**src/common/atomics_pkg.sv**
```systemverilog
package atomics_pkg;

    localparam int unsigned ADDR_WIDTH = 32;
    localparam int unsigned DATA_WIDTH = 32;
    localparam int unsigned NUM_IDS    = 4;
    localparam int unsigned ID_WIDTH   = 2;

    // Requester opcodes, the RV32A word AMOs plus plain and reserved accesses
    typedef enum logic [3:0] {
        OP_LOAD,
        OP_STORE,
        OP_LR,
        OP_SC,
        OP_SWAP,
        OP_ADD,
        OP_AND,
        OP_OR,
        OP_XOR,
        OP_MAX,
        OP_MIN,
        OP_MAXU,
        OP_MINU
    } amo_op_e;

    // What remains once the AMO stage has split atomics into a read and a write
    typedef enum logic [1:0] {
        CORE_LOAD,
        CORE_STORE,
        CORE_LR,
        CORE_SC
    } core_op_e;

    typedef struct packed {
        amo_op_e               op;
        logic [ADDR_WIDTH-1:0] addr;
        logic [DATA_WIDTH-1:0] wdata;
        logic [ID_WIDTH-1:0]   id;
    } amo_req_t;

    typedef struct packed {
        core_op_e              op;
        logic [ADDR_WIDTH-1:0] addr;
        logic [DATA_WIDTH-1:0] wdata;
        logic [ID_WIDTH-1:0]   id;
    } core_req_t;

    typedef struct packed {
        logic [DATA_WIDTH-1:0] rdata;
        logic [ID_WIDTH-1:0]   id;
    } amo_rsp_t;

    typedef struct packed {
        logic                  we;
        logic [ADDR_WIDTH-1:0] addr;
        logic [DATA_WIDTH-1:0] wdata;
    } mem_req_t;

    typedef struct packed {
        logic [DATA_WIDTH-1:0] rdata;
    } mem_rsp_t;

endpackage

```
**src/amo/amo_alu.sv**
```systemverilog
`timescale 1ns/1ps

module amo_alu import atomics_pkg::*; (
    input  amo_op_e               op_i,
    input  logic [DATA_WIDTH-1:0] mem_data_i,
    input  logic [DATA_WIDTH-1:0] operand_i,
    output logic [DATA_WIDTH-1:0] result_o
);

    logic signed_less;
    logic unsigned_less;

    // Both comparisons ask whether the operand is below the memory word
    assign signed_less   = $signed(operand_i) < $signed(mem_data_i);
    assign unsigned_less = operand_i < mem_data_i;

    always_comb begin
        case (op_i)
            OP_ADD:  result_o = mem_data_i + operand_i;
            OP_AND:  result_o = mem_data_i & operand_i;
            OP_OR:   result_o = mem_data_i | operand_i;
            OP_XOR:  result_o = mem_data_i ^ operand_i;
            OP_MAX:  result_o = signed_less ? mem_data_i : operand_i;
            OP_MIN:  result_o = signed_less ? operand_i : mem_data_i;
            OP_MAXU: result_o = unsigned_less ? mem_data_i : operand_i;
            OP_MINU: result_o = unsigned_less ? operand_i : mem_data_i;
            // Swap writes the operand as it is
            default: result_o = operand_i;
        endcase
    end

endmodule

```
**src/amo/amo_sequencer.sv**
```systemverilog
`timescale 1ns/1ps

module amo_sequencer import atomics_pkg::*; (
    input  logic      clk_i,
    input  logic      rst_i,

    input  amo_req_t  slv_req_i,
    input  logic      slv_req_valid_i,
    output logic      slv_req_ready_o,
    output amo_rsp_t  slv_rsp_o,
    output logic      slv_rsp_valid_o,
    input  logic      slv_rsp_ready_i,

    output core_req_t core_req_o,
    output logic      core_req_valid_o,
    input  logic      core_req_ready_i,
    input  amo_rsp_t  core_rsp_i,
    input  logic      core_rsp_valid_i,
    output logic      core_rsp_ready_o
);

    typedef enum logic [2:0] {
        IDLE,
        ISSUE,
        WAIT_RD,
        WRITE,
        WAIT_WR,
        RESPOND
    } state_e;

    state_e                state_q;
    state_e                state_d;
    amo_req_t              req_q;
    amo_rsp_t              rsp_q;
    logic                  is_amo;
    logic [DATA_WIDTH-1:0] alu_result;

    assign is_amo = !(req_q.op inside {OP_LOAD, OP_STORE, OP_LR, OP_SC});

    // The old word sits in rsp_q from the read response until the write is sent
    amo_alu i_amo_alu (
        .op_i       ( req_q.op    ),
        .mem_data_i ( rsp_q.rdata ),
        .operand_i  ( req_q.wdata ),
        .result_o   ( alu_result  )
    );

    assign slv_req_ready_o  = (state_q == IDLE);
    assign core_req_valid_o = (state_q == ISSUE) || (state_q == WRITE);
    assign core_rsp_ready_o = (state_q == WAIT_RD) || (state_q == WAIT_WR);
    assign slv_rsp_valid_o  = (state_q == RESPOND);
    assign slv_rsp_o        = rsp_q;

    always_comb begin
        core_req_o.addr  = req_q.addr;
        core_req_o.id    = req_q.id;
        core_req_o.wdata = req_q.wdata;
        case (req_q.op)
            OP_STORE: core_req_o.op = CORE_STORE;
            OP_LR:    core_req_o.op = CORE_LR;
            OP_SC:    core_req_o.op = CORE_SC;
            default:  core_req_o.op = CORE_LOAD;
        endcase
        // Second half of an AMO stores the computed word
        if (state_q == WRITE) begin
            core_req_o.op    = CORE_STORE;
            core_req_o.wdata = alu_result;
        end
    end

    always_comb begin
        state_d = state_q;
        case (state_q)
            IDLE: begin
                if (slv_req_valid_i)
                    state_d = ISSUE;
            end
            ISSUE: begin
                if (core_req_ready_i)
                    state_d = WAIT_RD;
            end
            WAIT_RD: begin
                if (core_rsp_valid_i)
                    state_d = is_amo ? WRITE : RESPOND;
            end
            WRITE: begin
                if (core_req_ready_i)
                    state_d = WAIT_WR;
            end
            WAIT_WR: begin
                if (core_rsp_valid_i)
                    state_d = RESPOND;
            end
            RESPOND: begin
                if (slv_rsp_ready_i)
                    state_d = IDLE;
            end
            default: state_d = IDLE;
        endcase
    end

    always_ff @(posedge clk_i) begin
        if (rst_i)
            state_q <= IDLE;
        else
            state_q <= state_d;
    end

    always_ff @(posedge clk_i) begin
        if (slv_req_ready_o && slv_req_valid_i)
            req_q <= slv_req_i;
        if (state_q == WAIT_RD && core_rsp_valid_i)
            rsp_q <= core_rsp_i;
        // Keep the old word as AMO result, only the id comes from the write
        if (state_q == WAIT_WR && core_rsp_valid_i)
            rsp_q.id <= core_rsp_i.id;
    end

endmodule

```
**src/lrsc/lrsc_filter.sv**
```systemverilog
`timescale 1ns/1ps

module lrsc_filter import atomics_pkg::*; (
    input  logic      clk_i,
    input  logic      rst_i,

    input  core_req_t core_req_i,
    input  logic      core_req_valid_i,
    output logic      core_req_ready_o,
    output amo_rsp_t  core_rsp_o,
    output logic      core_rsp_valid_o,
    input  logic      core_rsp_ready_i,

    output mem_req_t  mst_req_o,
    output logic      mst_req_valid_o,
    input  logic      mst_req_ready_i,
    input  mem_rsp_t  mst_rsp_i,
    input  logic      mst_rsp_valid_i,
    output logic      mst_rsp_ready_o
);

    typedef enum logic [1:0] {
        IDLE,
        MEM_REQ,
        MEM_WAIT,
        RESPOND
    } state_e;

    state_e    state_q;
    state_e    state_d;
    core_req_t req_q;
    amo_rsp_t  rsp_q;
    logic      accept;
    logic      match;
    logic      sc_fail;
    logic      is_write;

    assign accept   = (state_q == IDLE) && core_req_valid_i;
    assign sc_fail  = (core_req_i.op == CORE_SC) && !match;
    assign is_write = (core_req_i.op == CORE_STORE) || ((core_req_i.op == CORE_SC) && match);

    // With one request in flight the table can be updated at acceptance
    reservation_table i_reservation_table (
        .clk_i     ( clk_i                                 ),
        .rst_i     ( rst_i                                 ),
        .id_i      ( core_req_i.id                         ),
        .addr_i    ( core_req_i.addr                       ),
        .reserve_i ( accept && (core_req_i.op == CORE_LR)  ),
        .release_i ( accept && (core_req_i.op == CORE_SC)  ),
        .write_i   ( accept && is_write                    ),
        .match_o   ( match                                 )
    );

    assign core_req_ready_o = (state_q == IDLE);
    assign mst_req_valid_o  = (state_q == MEM_REQ);
    assign mst_rsp_ready_o  = (state_q == MEM_WAIT);
    assign core_rsp_valid_o = (state_q == RESPOND);
    assign core_rsp_o       = rsp_q;

    // Only a successful SC ever gets this far
    assign mst_req_o.we    = (req_q.op == CORE_STORE) || (req_q.op == CORE_SC);
    assign mst_req_o.addr  = req_q.addr;
    assign mst_req_o.wdata = req_q.wdata;

    always_comb begin
        state_d = state_q;
        case (state_q)
            IDLE: begin
                if (core_req_valid_i)
                    state_d = sc_fail ? RESPOND : MEM_REQ;
            end
            MEM_REQ: begin
                if (mst_req_ready_i)
                    state_d = MEM_WAIT;
            end
            MEM_WAIT: begin
                if (mst_rsp_valid_i)
                    state_d = RESPOND;
            end
            RESPOND: begin
                if (core_rsp_ready_i)
                    state_d = IDLE;
            end
            default: state_d = IDLE;
        endcase
    end

    always_ff @(posedge clk_i) begin
        if (rst_i)
            state_q <= IDLE;
        else
            state_q <= state_d;
    end

    always_ff @(posedge clk_i) begin
        if (accept) begin
            req_q <= core_req_i;
            if (sc_fail) begin
                rsp_q.rdata <= DATA_WIDTH'(1);
                rsp_q.id    <= core_req_i.id;
            end
        end
        if (state_q == MEM_WAIT && mst_rsp_valid_i) begin
            rsp_q.rdata <= mst_req_o.we ? '0 : mst_rsp_i.rdata;
            rsp_q.id    <= req_q.id;
        end
    end

endmodule

```
**src/lrsc/reservation_table.sv**
```systemverilog
`timescale 1ns/1ps

module reservation_table import atomics_pkg::*; (
    input  logic                  clk_i,
    input  logic                  rst_i,
    input  logic [ID_WIDTH-1:0]   id_i,
    input  logic [ADDR_WIDTH-1:0] addr_i,
    input  logic                  reserve_i,
    input  logic                  release_i,
    input  logic                  write_i,
    output logic                  match_o
);

    logic [NUM_IDS-1:0]    valid_q;
    logic [ADDR_WIDTH-1:0] addr_q [NUM_IDS];

    assign match_o = valid_q[id_i] && (addr_q[id_i] == addr_i);

    always_ff @(posedge clk_i) begin
        if (rst_i) begin
            valid_q <= '0;
        end else begin
            for (int i = 0; i < NUM_IDS; i++) begin
                // A write anywhere on the reserved word breaks every reservation on it
                if (write_i && addr_q[i] == addr_i)
                    valid_q[i] <= 1'b0;
                if (release_i && id_i == ID_WIDTH'(i))
                    valid_q[i] <= 1'b0;
                if (reserve_i && id_i == ID_WIDTH'(i))
                    valid_q[i] <= 1'b1;
            end
        end
    end

    always_ff @(posedge clk_i) begin
        if (reserve_i)
            addr_q[id_i] <= addr_i;
    end

endmodule

```
**src/rtl/atomics_adapter.sv**
```systemverilog
`timescale 1ns/1ps

module atomics_adapter import atomics_pkg::*; (
    input  logic      clk_i,
    input  logic      rst_i,

    input  amo_req_t  slv_req_i,
    input  logic      slv_req_valid_i,
    output logic      slv_req_ready_o,
    output amo_rsp_t  slv_rsp_o,
    output logic      slv_rsp_valid_o,
    input  logic      slv_rsp_ready_i,

    output mem_req_t  mst_req_o,
    output logic      mst_req_valid_o,
    input  logic      mst_req_ready_i,
    input  mem_rsp_t  mst_rsp_i,
    input  logic      mst_rsp_valid_i,
    output logic      mst_rsp_ready_o
);

    core_req_t core_req;
    logic      core_req_valid;
    logic      core_req_ready;
    amo_rsp_t  core_rsp;
    logic      core_rsp_valid;
    logic      core_rsp_ready;

    // AMOs are resolved first so that their stores pass the reservation logic
    amo_sequencer i_amo_sequencer (
        .clk_i            ( clk_i           ),
        .rst_i            ( rst_i           ),
        .slv_req_i        ( slv_req_i       ),
        .slv_req_valid_i  ( slv_req_valid_i ),
        .slv_req_ready_o  ( slv_req_ready_o ),
        .slv_rsp_o        ( slv_rsp_o       ),
        .slv_rsp_valid_o  ( slv_rsp_valid_o ),
        .slv_rsp_ready_i  ( slv_rsp_ready_i ),
        .core_req_o       ( core_req        ),
        .core_req_valid_o ( core_req_valid  ),
        .core_req_ready_i ( core_req_ready  ),
        .core_rsp_i       ( core_rsp        ),
        .core_rsp_valid_i ( core_rsp_valid  ),
        .core_rsp_ready_o ( core_rsp_ready  )
    );

    lrsc_filter i_lrsc_filter (
        .clk_i            ( clk_i           ),
        .rst_i            ( rst_i           ),
        .core_req_i       ( core_req        ),
        .core_req_valid_i ( core_req_valid  ),
        .core_req_ready_o ( core_req_ready  ),
        .core_rsp_o       ( core_rsp        ),
        .core_rsp_valid_o ( core_rsp_valid  ),
        .core_rsp_ready_i ( core_rsp_ready  ),
        .mst_req_o        ( mst_req_o       ),
        .mst_req_valid_o  ( mst_req_valid_o ),
        .mst_req_ready_i  ( mst_req_ready_i ),
        .mst_rsp_i        ( mst_rsp_i       ),
        .mst_rsp_valid_i  ( mst_rsp_valid_i ),
        .mst_rsp_ready_o  ( mst_rsp_ready_o )
    );

endmodule

```
**config.mk**
```make
export PLATFORM = sky130hd
export DESIGN_NAME = atomics_adapter
export DESIGN_NICKNAME = d
export VERILOG_FILES = /design/src/common/atomics_pkg.sv /design/src/amo/amo_alu.sv /design/src/amo/amo_sequencer.sv /design/src/lrsc/lrsc_filter.sv /design/src/lrsc/reservation_table.sv /design/src/rtl/atomics_adapter.sv
export SDC_FILE = /design/constraint.sdc
export NUM_CORES = 1
export LEC_CHECK = 0
export ABC_CLOCK_PERIOD_IN_PS = 5500
export BUFFER_PORTS_ARGS = -buffer_cell sky130_fd_sc_hd__buf_2
export CORE_MARGIN = 4
export CORE_UTILIZATION = 55
export CTS_BUF_LIST = sky130_fd_sc_hd__clkbuf_8
export DETAILED_ROUTE_END_ITERATION = 16
export PLACE_DENSITY = 0.75
export SLEW_MARGIN = 20
export SYNTH_ARGS = -nofsm -noshare
export SYNTH_HDL_FRONTEND = slang
export SYNTH_HIERARCHICAL = 1
export SYNTH_SLANG_ARGS = --single-unit
```
**constraint.sdc**
```tcl
create_clock -name clk_i -period 5.5 [get_ports clk_i]
set_input_delay 0.55 -clock clk_i [delete_from_list [all_inputs] [get_ports clk_i]]
set_output_delay 0.55 -clock clk_i [all_outputs]
set_load 0.1 [all_outputs]
```
==> impl_results.md, run 1 <==
- Status: complete, no violations
- DRC viols: 0
- CP Capture Type: flop
- Reg area: 0.0102 mm2
- Die ar.: 0.0389 mm2
- Filler Cell Count: 2729
- Cells after Synth: 1614
- Worst-Margin Slew: 1.06 ns
- Syn Nets: 1825
- Critical Path RT: 5.90 ns
- Avg Cell Area, Syn: 12.2 um2
- CP max stage cell: edfxtp_1
- Net load switching power: 3.53 mW
- RSZ-0062 raised after global routing: no
- Num CTS Buffers: 56
- Fmax: 219 MHz
- Most used routing layer: met2
- CTS tree: built
- Post-CTS sizing: 0
- Die width: 197 um
- Setup TNS: 0 ns
- CP max stage delay: 0.52 ns
- Arr. time, crit path: 4.96 ns
- Number of synthesized flops with an enable pin: 333
- CTS sink count: 342
- YS warnings: 6
- Via/cell ratio: 6.01
- Syn-to-layout area delta: 9.12%
- DR pass1 iterations: 6
- PD cells: 419 mW/mm2
- Fin crit share: 0.829
- Combinational share of power: 0.339
- Clock Power Share: 0.257
- Yosys cell types: 78
- Fin. max-slew vios: 0
- Vias in the first global route: 13273
- Commonest non-fill, non-tap cell in the layout: edfxtp_1
- Worst setup path category: reg2reg
- Routed Antenna Nets: 0
- Total gr overflow: 0
- Worst Skew: 0.0275 ns
- Cell chain of the critical path: ha_1, fa_1, a21oi_1, o21ai_0, a22oi_1, a31oi_1, a31o_2, a21oi_1, o21ai_0, xnor2_1, a221oi_1, a31oi_1, mux2_2
- GR met3 Demand/Resource: 0.0462
- Sequential element share of the synthesized area: 0.516
- Initial antenna violation count: 1
- Clk slew on worst S/H paths: 0.06 ns
- Fin area: 0.0215 mm2
- HP Class: in2reg
- Synth top area share: 0.507
- Met2 Resource Use GR: 0.416
- GR Layer Usage met1: 0.334
- Register share of total power: 0.404
- Via count: 13310
- Clk_lat worst skew: 0.65 ns
- Sw Share: 0.391
- CORE AREA: 0.0355 mm2
- P_int: 5.49 mW
- Largest net degree at the start of global routing: 71
- Critical path launch point type: flop
- Fin. Hold Viols: 0
- CTS root buffer: clkbuf_8
- Post-Layout Cell Count: 2213
- Die Span Y: 197 um
- Global-route wire length before repair: 76.0 mm
- Placed Cells: 2109
- Maximum fanout along the worst path: 6
- # H-tree levels: 2
- Row count: 69
- Per-cell routed wire length: 22.8 um
- Top_reg_cell synth: edfxtp_1
- DP Area: 0.0203 mm2
- PortBufs: 210
- Post-synth ARST share: 0
- Multi-input gate area: 0.00806 mm2
- Cell Area, Synth: 0.0197 mm2
- Final worst slack: 0.941 ns
- Final #Nets: 1918
- VDD IR max: 0.322 mV
- Area leader, netlist: edfxtp_1
- Commonest non-fill, non-tap cells in the layout: edfxtp_1, buf_2, ha_1
- Slew margin rel.: 0.289
- All-Layer GR Usage: 0.253
- Post-CTS Repair Setup Buffers: 0
- Dpl ws: 1.02 ns
- Final setup vio count: 0
- I/O pin count: 211
- Final GP Congestion: 0.933
- Initial Util: 0.556
- # hold bufs at CTS: 0
- DRT Wirelength: 50.5 mm
- Seq cells post-synth: 342
- Drt initial violations: 1176
- Share of layout cells above drive strength 1: 0.220
- Fin crit period: 4.56 ns
- Leak: 8.30 nW
- Final design utilization: 0.606
- DP Wirelength: 35.0 mm
- Number of max-cap violations: 0
- Synth area leaders: edfxtp_1, ha_1, xnor2_1, buf_4, xor2_1
- Clock Tree Buf Depth: 3
==> worst paths after layout <==
check / from / to / slack (ns) / depth (start not counted)
max: i_amo_sequencer/slv_rsp_o[2]$_DFFE_PP_ / i_lrsc_filter/mst_req_o[30]$_DFFE_PP_ / 0.94 / 13
min: slv_req_i[69] / i_amo_sequencer/req_q[69]$_DFFE_PP_ / 0.07 / 1
max reg2reg: i_amo_sequencer/slv_rsp_o[2]$_DFFE_PP_ / i_lrsc_filter/mst_req_o[30]$_DFFE_PP_ / 0.94 / 13
min reg2reg: i_lrsc_filter/core_rsp_o[32]$_SDFFCE_PP0P_ / i_amo_sequencer/slv_rsp_o[32]$_DFFE_PP_ / 0.42 / 0
==> cell families after synthesis <==
group                    share of synthesized area
AO/OA/AOI/OAI                                0.105
multiplexers                                0.0721
adder cells (fa/ha/maj)                     0.0657
flip-flops                                   0.516
buffers and inverters                       0.0776
XOR/XNOR                                    0.0777
AND/OR/NAND/NOR                             0.0861
==> worst max-delay path, delay by kind of cell (launching register included) <==
family                     cells  cell delay [ns]
AOI/OAI and AO/OA              9             2.55
adders and majority gates      2             0.78
DFF                            1             0.52
muxes                          1             0.28
xor gates and xnor gates       1             0.17
==> power by group through the flow <==
stage / Combinational (mW) / Sequential (mW) / Clock (mW)
after floorplan: 2.69 / 3.49 / 0
after global placement: 2.97 / 3.67 / 0
after detailed placement: 3.00 / 3.69 / 0
after CTS: 3.02 / 3.64 / 2.37
after global routing: 3.23 / 3.68 / 2.50
final: 3.06 / 3.64 / 2.31
==> flip-flops by register name, indices dropped and copies added (netlist names) <==
name,count
i_lrsc_filter/req_q,3
i_lrsc_filter/state_q,2
i_amo_sequencer/req_q,36
i_amo_sequencer/slv_rsp_o,34
i_amo_sequencer/state_q,3
i_lrsc_filter/i_reservation_table/valid_q,4
i_lrsc_filter/core_rsp_o,34
i_amo_sequencer/core_req_o,34
i_lrsc_filter/mst_req_o,64
i_lrsc_filter/i_reservation_table/addr_q,128
==> area by class of cell <==
cell class                 count  area share
clock inverter                36      0.0126
multi-input combinational    994       0.375
clock buffer                  66      0.0422
antenna                        1    0.000116
tap                          461      0.0268
inverter                      86      0.0150
timing repair buffer         227      0.0557
sequential                   342       0.473
==> per-layer routing <==
layer | share of wire | wire length [um] | vias to the layer above
met4 | 0.037 | 1860 | 0
met2 | 0.48 | 24500 | 615
met3 | 0.074 | 3760 | 120
met5 | 0 | 0 | -
li1 | - | - | 6041
met1 | 0.40 | 20400 | 6534
==> synth_stat cells, types with 9 or more instances <==
master and n:
a221o_1 11, a21oi_1 82, o221ai_1 11, mux4_1 21, nor2_1 63, mux2i_1 22
a221oi_1 25, a211oi_1 9, buf_4 104, mux2_4 29, inv_1 86, edfxtp_1 333
ha_1 102, nor2b_1 11, nand2_1 75, and3_1 9, o21ai_0 71, nand4_1 31
a31oi_1 11, nor3_1 17, nand3_1 21, buf_2 15, dfxtp_1 9, mux2_2 9
a21o_1 15, xor2_1 75, xnor2_1 100, nor4_1 23, clkbuf_1 61, o211ai_1 18
and2_1 36
==> through the flow <==
step	power [mW]	hold slack [ns]
CTS	9.03	0.0214
detailed placement	6.70	0.405
finish	9.01	0.0683
global route	9.41	0.0371
global placement	6.64	0.401
floorplan	6.18	0.400
No activity file was read; power rests on OpenSTA's default activity.
==> inputs of run 2 (changes only) <==
--- a/config.mk
+++ b/config.mk
@@ -5,13 +5,14 @@
 export SDC_FILE = /design/constraint.sdc
 export NUM_CORES = 1
 export LEC_CHECK = 0
-export ABC_CLOCK_PERIOD_IN_PS = 5500
+export ABC_AREA = 1
+export ABC_CLOCK_PERIOD_IN_PS = 4090
 export BUFFER_PORTS_ARGS = -buffer_cell sky130_fd_sc_hd__buf_2
 export CORE_MARGIN = 4
 export CORE_UTILIZATION = 55
 export CTS_BUF_LIST = sky130_fd_sc_hd__clkbuf_8
 export DETAILED_ROUTE_END_ITERATION = 16
-export PLACE_DENSITY = 0.75
+export PLACE_DENSITY = 0.78
 export SLEW_MARGIN = 20
 export SYNTH_ARGS = -nofsm -noshare
 export SYNTH_HDL_FRONTEND = slang
==> constraint.sdc (replaced) <==
create_clock -name clk_i -period 4.09 [get_ports clk_i]
set_input_delay 0.409 -clock clk_i [delete_from_list [all_inputs] [get_ports clk_i]]
set_output_delay 0.409 -clock clk_i [all_outputs]
set_load 0.1 [all_outputs]
==> impl_results.md, run 2 <==
- Status: complete, no violations
- Fin. Hold Viols: 0 (unchanged)
- Fin. max-slew vios: 0 (unchanged)
- Total gr overflow: 0 (unchanged)
- Synth area leaders: edfxtp_1, nand2_1, nor2_1, nand3_1, ha_1
- DP Wirelength: 55.9 mm (+59%)
- Dpl ws: 0.595 ns (-0.427 ns)
- Setup TNS: 0 ns (unchanged)
- All-Layer GR Usage: 0.341 (+0.0886)
- DRC viols: 0 (unchanged)
- Placed Cells: 3592 (+70%)
- Final setup vio count: 0 (unchanged)
- Hold path depth: 3 (+2)
- Share of layout cells above drive strength 1: 0.124 (-0.0962)
- Cells after Synth: 2991 (+85%)
- CTS root buffer: clkbuf_8
- Die ar.: 0.0449 mm2 (+15%)
- Vias in the first global route: 20716 (+56%)
- Die width: 212 um (+7.3%)
- Fin crit period: 3.56 ns (-0.996 ns)
- Fmax: 281 MHz (+28%)
- Syn Nets: 3202 (+75%)
- Seq cells post-synth: 342 (unchanged)
- Post-CTS Repair Setup Buffers: 0 (unchanged)
- Max reg flops: 128 (unchanged)
- Initial Util: 0.558 (+0.00241)
- RSZ-0062 raised after global routing: no
- Post-synth ARST share: 0 (unchanged)
- Syn-to-layout area delta: 12.7%
- Top reg by flops: i_lrsc_filter/i_reservation_table/addr_q
- Final GP Congestion: 1.06 (+14%)
- Initial antenna violation count: 0 (-1)
- Commonest non-fill, non-tap cells in the layout: nand2_1, nor2_1, inv_1
- HP Class: in2reg
- Sequential element share of the synthesized area: 0.446 (-0.0706)
- Critical path launch point type: flop
- Worst Skew: 0.0459 ns (+0.0184 ns)
- Via/cell ratio: 5.67 (-5.8%)
- Number of max-cap violations: 0 (unchanged)
- Commonest non-fill, non-tap cell in the layout: nand2_1
- YS warnings: 6 (unchanged)
- CORE AREA: 0.0409 mm2 (+15%)
- Avg Cell Area, Syn: 7.64 um2 (-37%)
- Num CTS Buffers: 55 (-1.8%)
- Top_reg_cell synth: edfxtp_1
- Worst-Margin Slew: 1.11 ns (+0.0504 ns)
- Die Span Y: 212 um (+7.3%)
- Synth top area share: 0.438 (-0.0693)
- Final worst slack: 0.527 ns (-0.414 ns)
- Via count: 21343 (+60%)
- Number of synthesized flops with an enable pin: 333 (unchanged)
- Fin crit share: 0.871 (+0.0423)
- Slew margin rel.: 0.260 (-0.0295)
- CTS tree: built
- Post-synth top cells: nand2_1, nor2_1, edfxtp_1, inv_1, nand3_1
- Arr. time, crit path: 3.96 ns (-1.00 ns)
- DR pass1 iterations: 6 (unchanged)
- Overall power: 14.3 mW (+58%)
- # H-tree levels: 2 (unchanged)
- Leak: 11.9 nW (+44%)
- Critical Path RT: 4.49 ns (-1.41 ns)
- Post-Layout Cell Count: 3767 (+70%)
- Cell Area, Synth: 0.0228 mm2 (+16%)
- Per-cell routed wire length: 20.9 um (-8.3%)
- R2r worst-path depth: 18 (+5)
- Area leader, netlist: edfxtp_1
- Routed Antenna Nets: 0 (unchanged)
- Row count: 74 (+7.2%)
- Clk_lat worst skew: 0.68 ns (+0.03 ns)
- Maximum fanout along the worst path: 43 (+37)
- DRT Wirelength: 78.8 mm (+56%)
- Largest net degree at the start of global routing: 68 (-4.2%)
- PD cells: 555 mW/mm2 (+32%)
- Yosys cell types: 45 (-42%)
- VDD IR max: 0.420 mV (+30%)
- PortBufs: 210 (unchanged)
- Worst setup path category: reg2reg
- I/O pin count: 211 (unchanged)
- Global-route wire length before repair: 119 mm (+56%)
- Final #Nets: 3400 (+77%)
- CTS sink count: 342 (unchanged)
- Clock Tree Buf Depth: 3 (unchanged)
- CP Capture Type: flop
- Most numerous cell in the Yosys netlist: nand2_1
- Drt initial violations: 2088 (+78%)
- Ant. Diodes: 0 (-1)
- Clk slew on worst S/H paths: 0.06 ns (about the same)
- Hold slack: 0.0459 ns (-0.0223 ns)
[run 2: cell count changes after synthesis, moves of 66 or more]
| cell | before | now |
|---|---|---|
| nand3_1 | 21 | 273 |
| xor2_1 | 75 | 9 |
| xnor2_1 | 100 | 33 |
| nor2_1 | 63 | 369 |
| inv_1 | 86 | 319 |
| nand2_1 | 75 | 972 |
[run 2: logic make-up (layout without fill, tap and decap cells)]
group / after synthesis / after routing / synth area share
simple gates: 1723 / 1723 / 0.311
buf+inv: 522 / 766 / 0.109
flops: 342 / 342 / 0.446
compound gates: 259 / 259 / 0.0624
fa+ha+maj: 103 / 103 / 0.0567
xor+xnor: 42 / 42 / 0.0161
[run 2: repair_timing]
action / in CTS / in global routing
endpoints found under the hold margin: 70 / 0
hold buffers: 70 / 0
resized for setup: 0 / 0
[run 2: cell type report]
class	count	area [um2]
repair buffers	337	2300
well taps	532	666
inverters	326	1220
multi-input cells	2127	10200
clock inverters	48	385
clock buffers	55	757
fillers	3581	15200
flip-flops and latches	342	10200
[run 2: critical path, stage by stage (launching register included)]
cell,delay [ns]
edfxtp_1,0.57
inv_1,0.17
ha_1,0.46
nor2_1,0.07
nand2_1,0.06
nand2_1,0.05
nand2_1,0.06
nand2_1,0.08
a21oi_4,0.55
nand3_2,0.17
nand2_1,0.19
buf_12,0.26
nand2_1,0.08
nand3_1,0.08
nand2_1,0.06
nor2_1,0.15
nand2_1,0.07
nand2_1,0.07
nand2_1,0.06
[run 2: layer usage]
metal	GRT usage	routed length (um)	part of all wire
met5	0	0	0
met4	0.180	4740	0.060
met3	0.0575	6490	0.082
met2	0.578	37800	0.48
met1	0.420	29800	0.38
[run 2: through the flow]
stage / util / cell area [um2]
2_1_floorplan: - / 22800
3_3_place_gp: 0.583 / 23800
5_1_grt: 0.629 / 25700
3_5_place_dp: 0.583 / 23800
4_1_cts: 0.628 / 25700
6_report: 0.629 / 25700
[run 2: final timing paths]
| check | from | end | slack [ns] |
|---|---|---|---|
| worst max register to register | i_amo_sequencer/slv_rsp_o[20]$_DFFE_PP_ | i_lrsc_filter/mst_req_o[29]$_DFFE_PP_ | 0.53 |
| worst max-delay path | i_amo_sequencer/slv_rsp_o[20]$_DFFE_PP_ | i_lrsc_filter/mst_req_o[29]$_DFFE_PP_ | 0.53 |
| worst min register to register | i_lrsc_filter/core_rsp_o[18]$_SDFFCE_PP0P_ | i_amo_sequencer/slv_rsp_o[18]$_DFFE_PP_ | 0.38 |
| worst min-delay path | mst_rsp_i[9] | i_lrsc_filter/core_rsp_o[11]$_SDFFCE_PP0P_ | 0.05 |
[run 2: power breakdown]
group | switching [mW] | internal, mW
Combinational | 4.67 | 1.51
Sequential | 0.441 | 4.54
Clock | 1.46 | 1.65
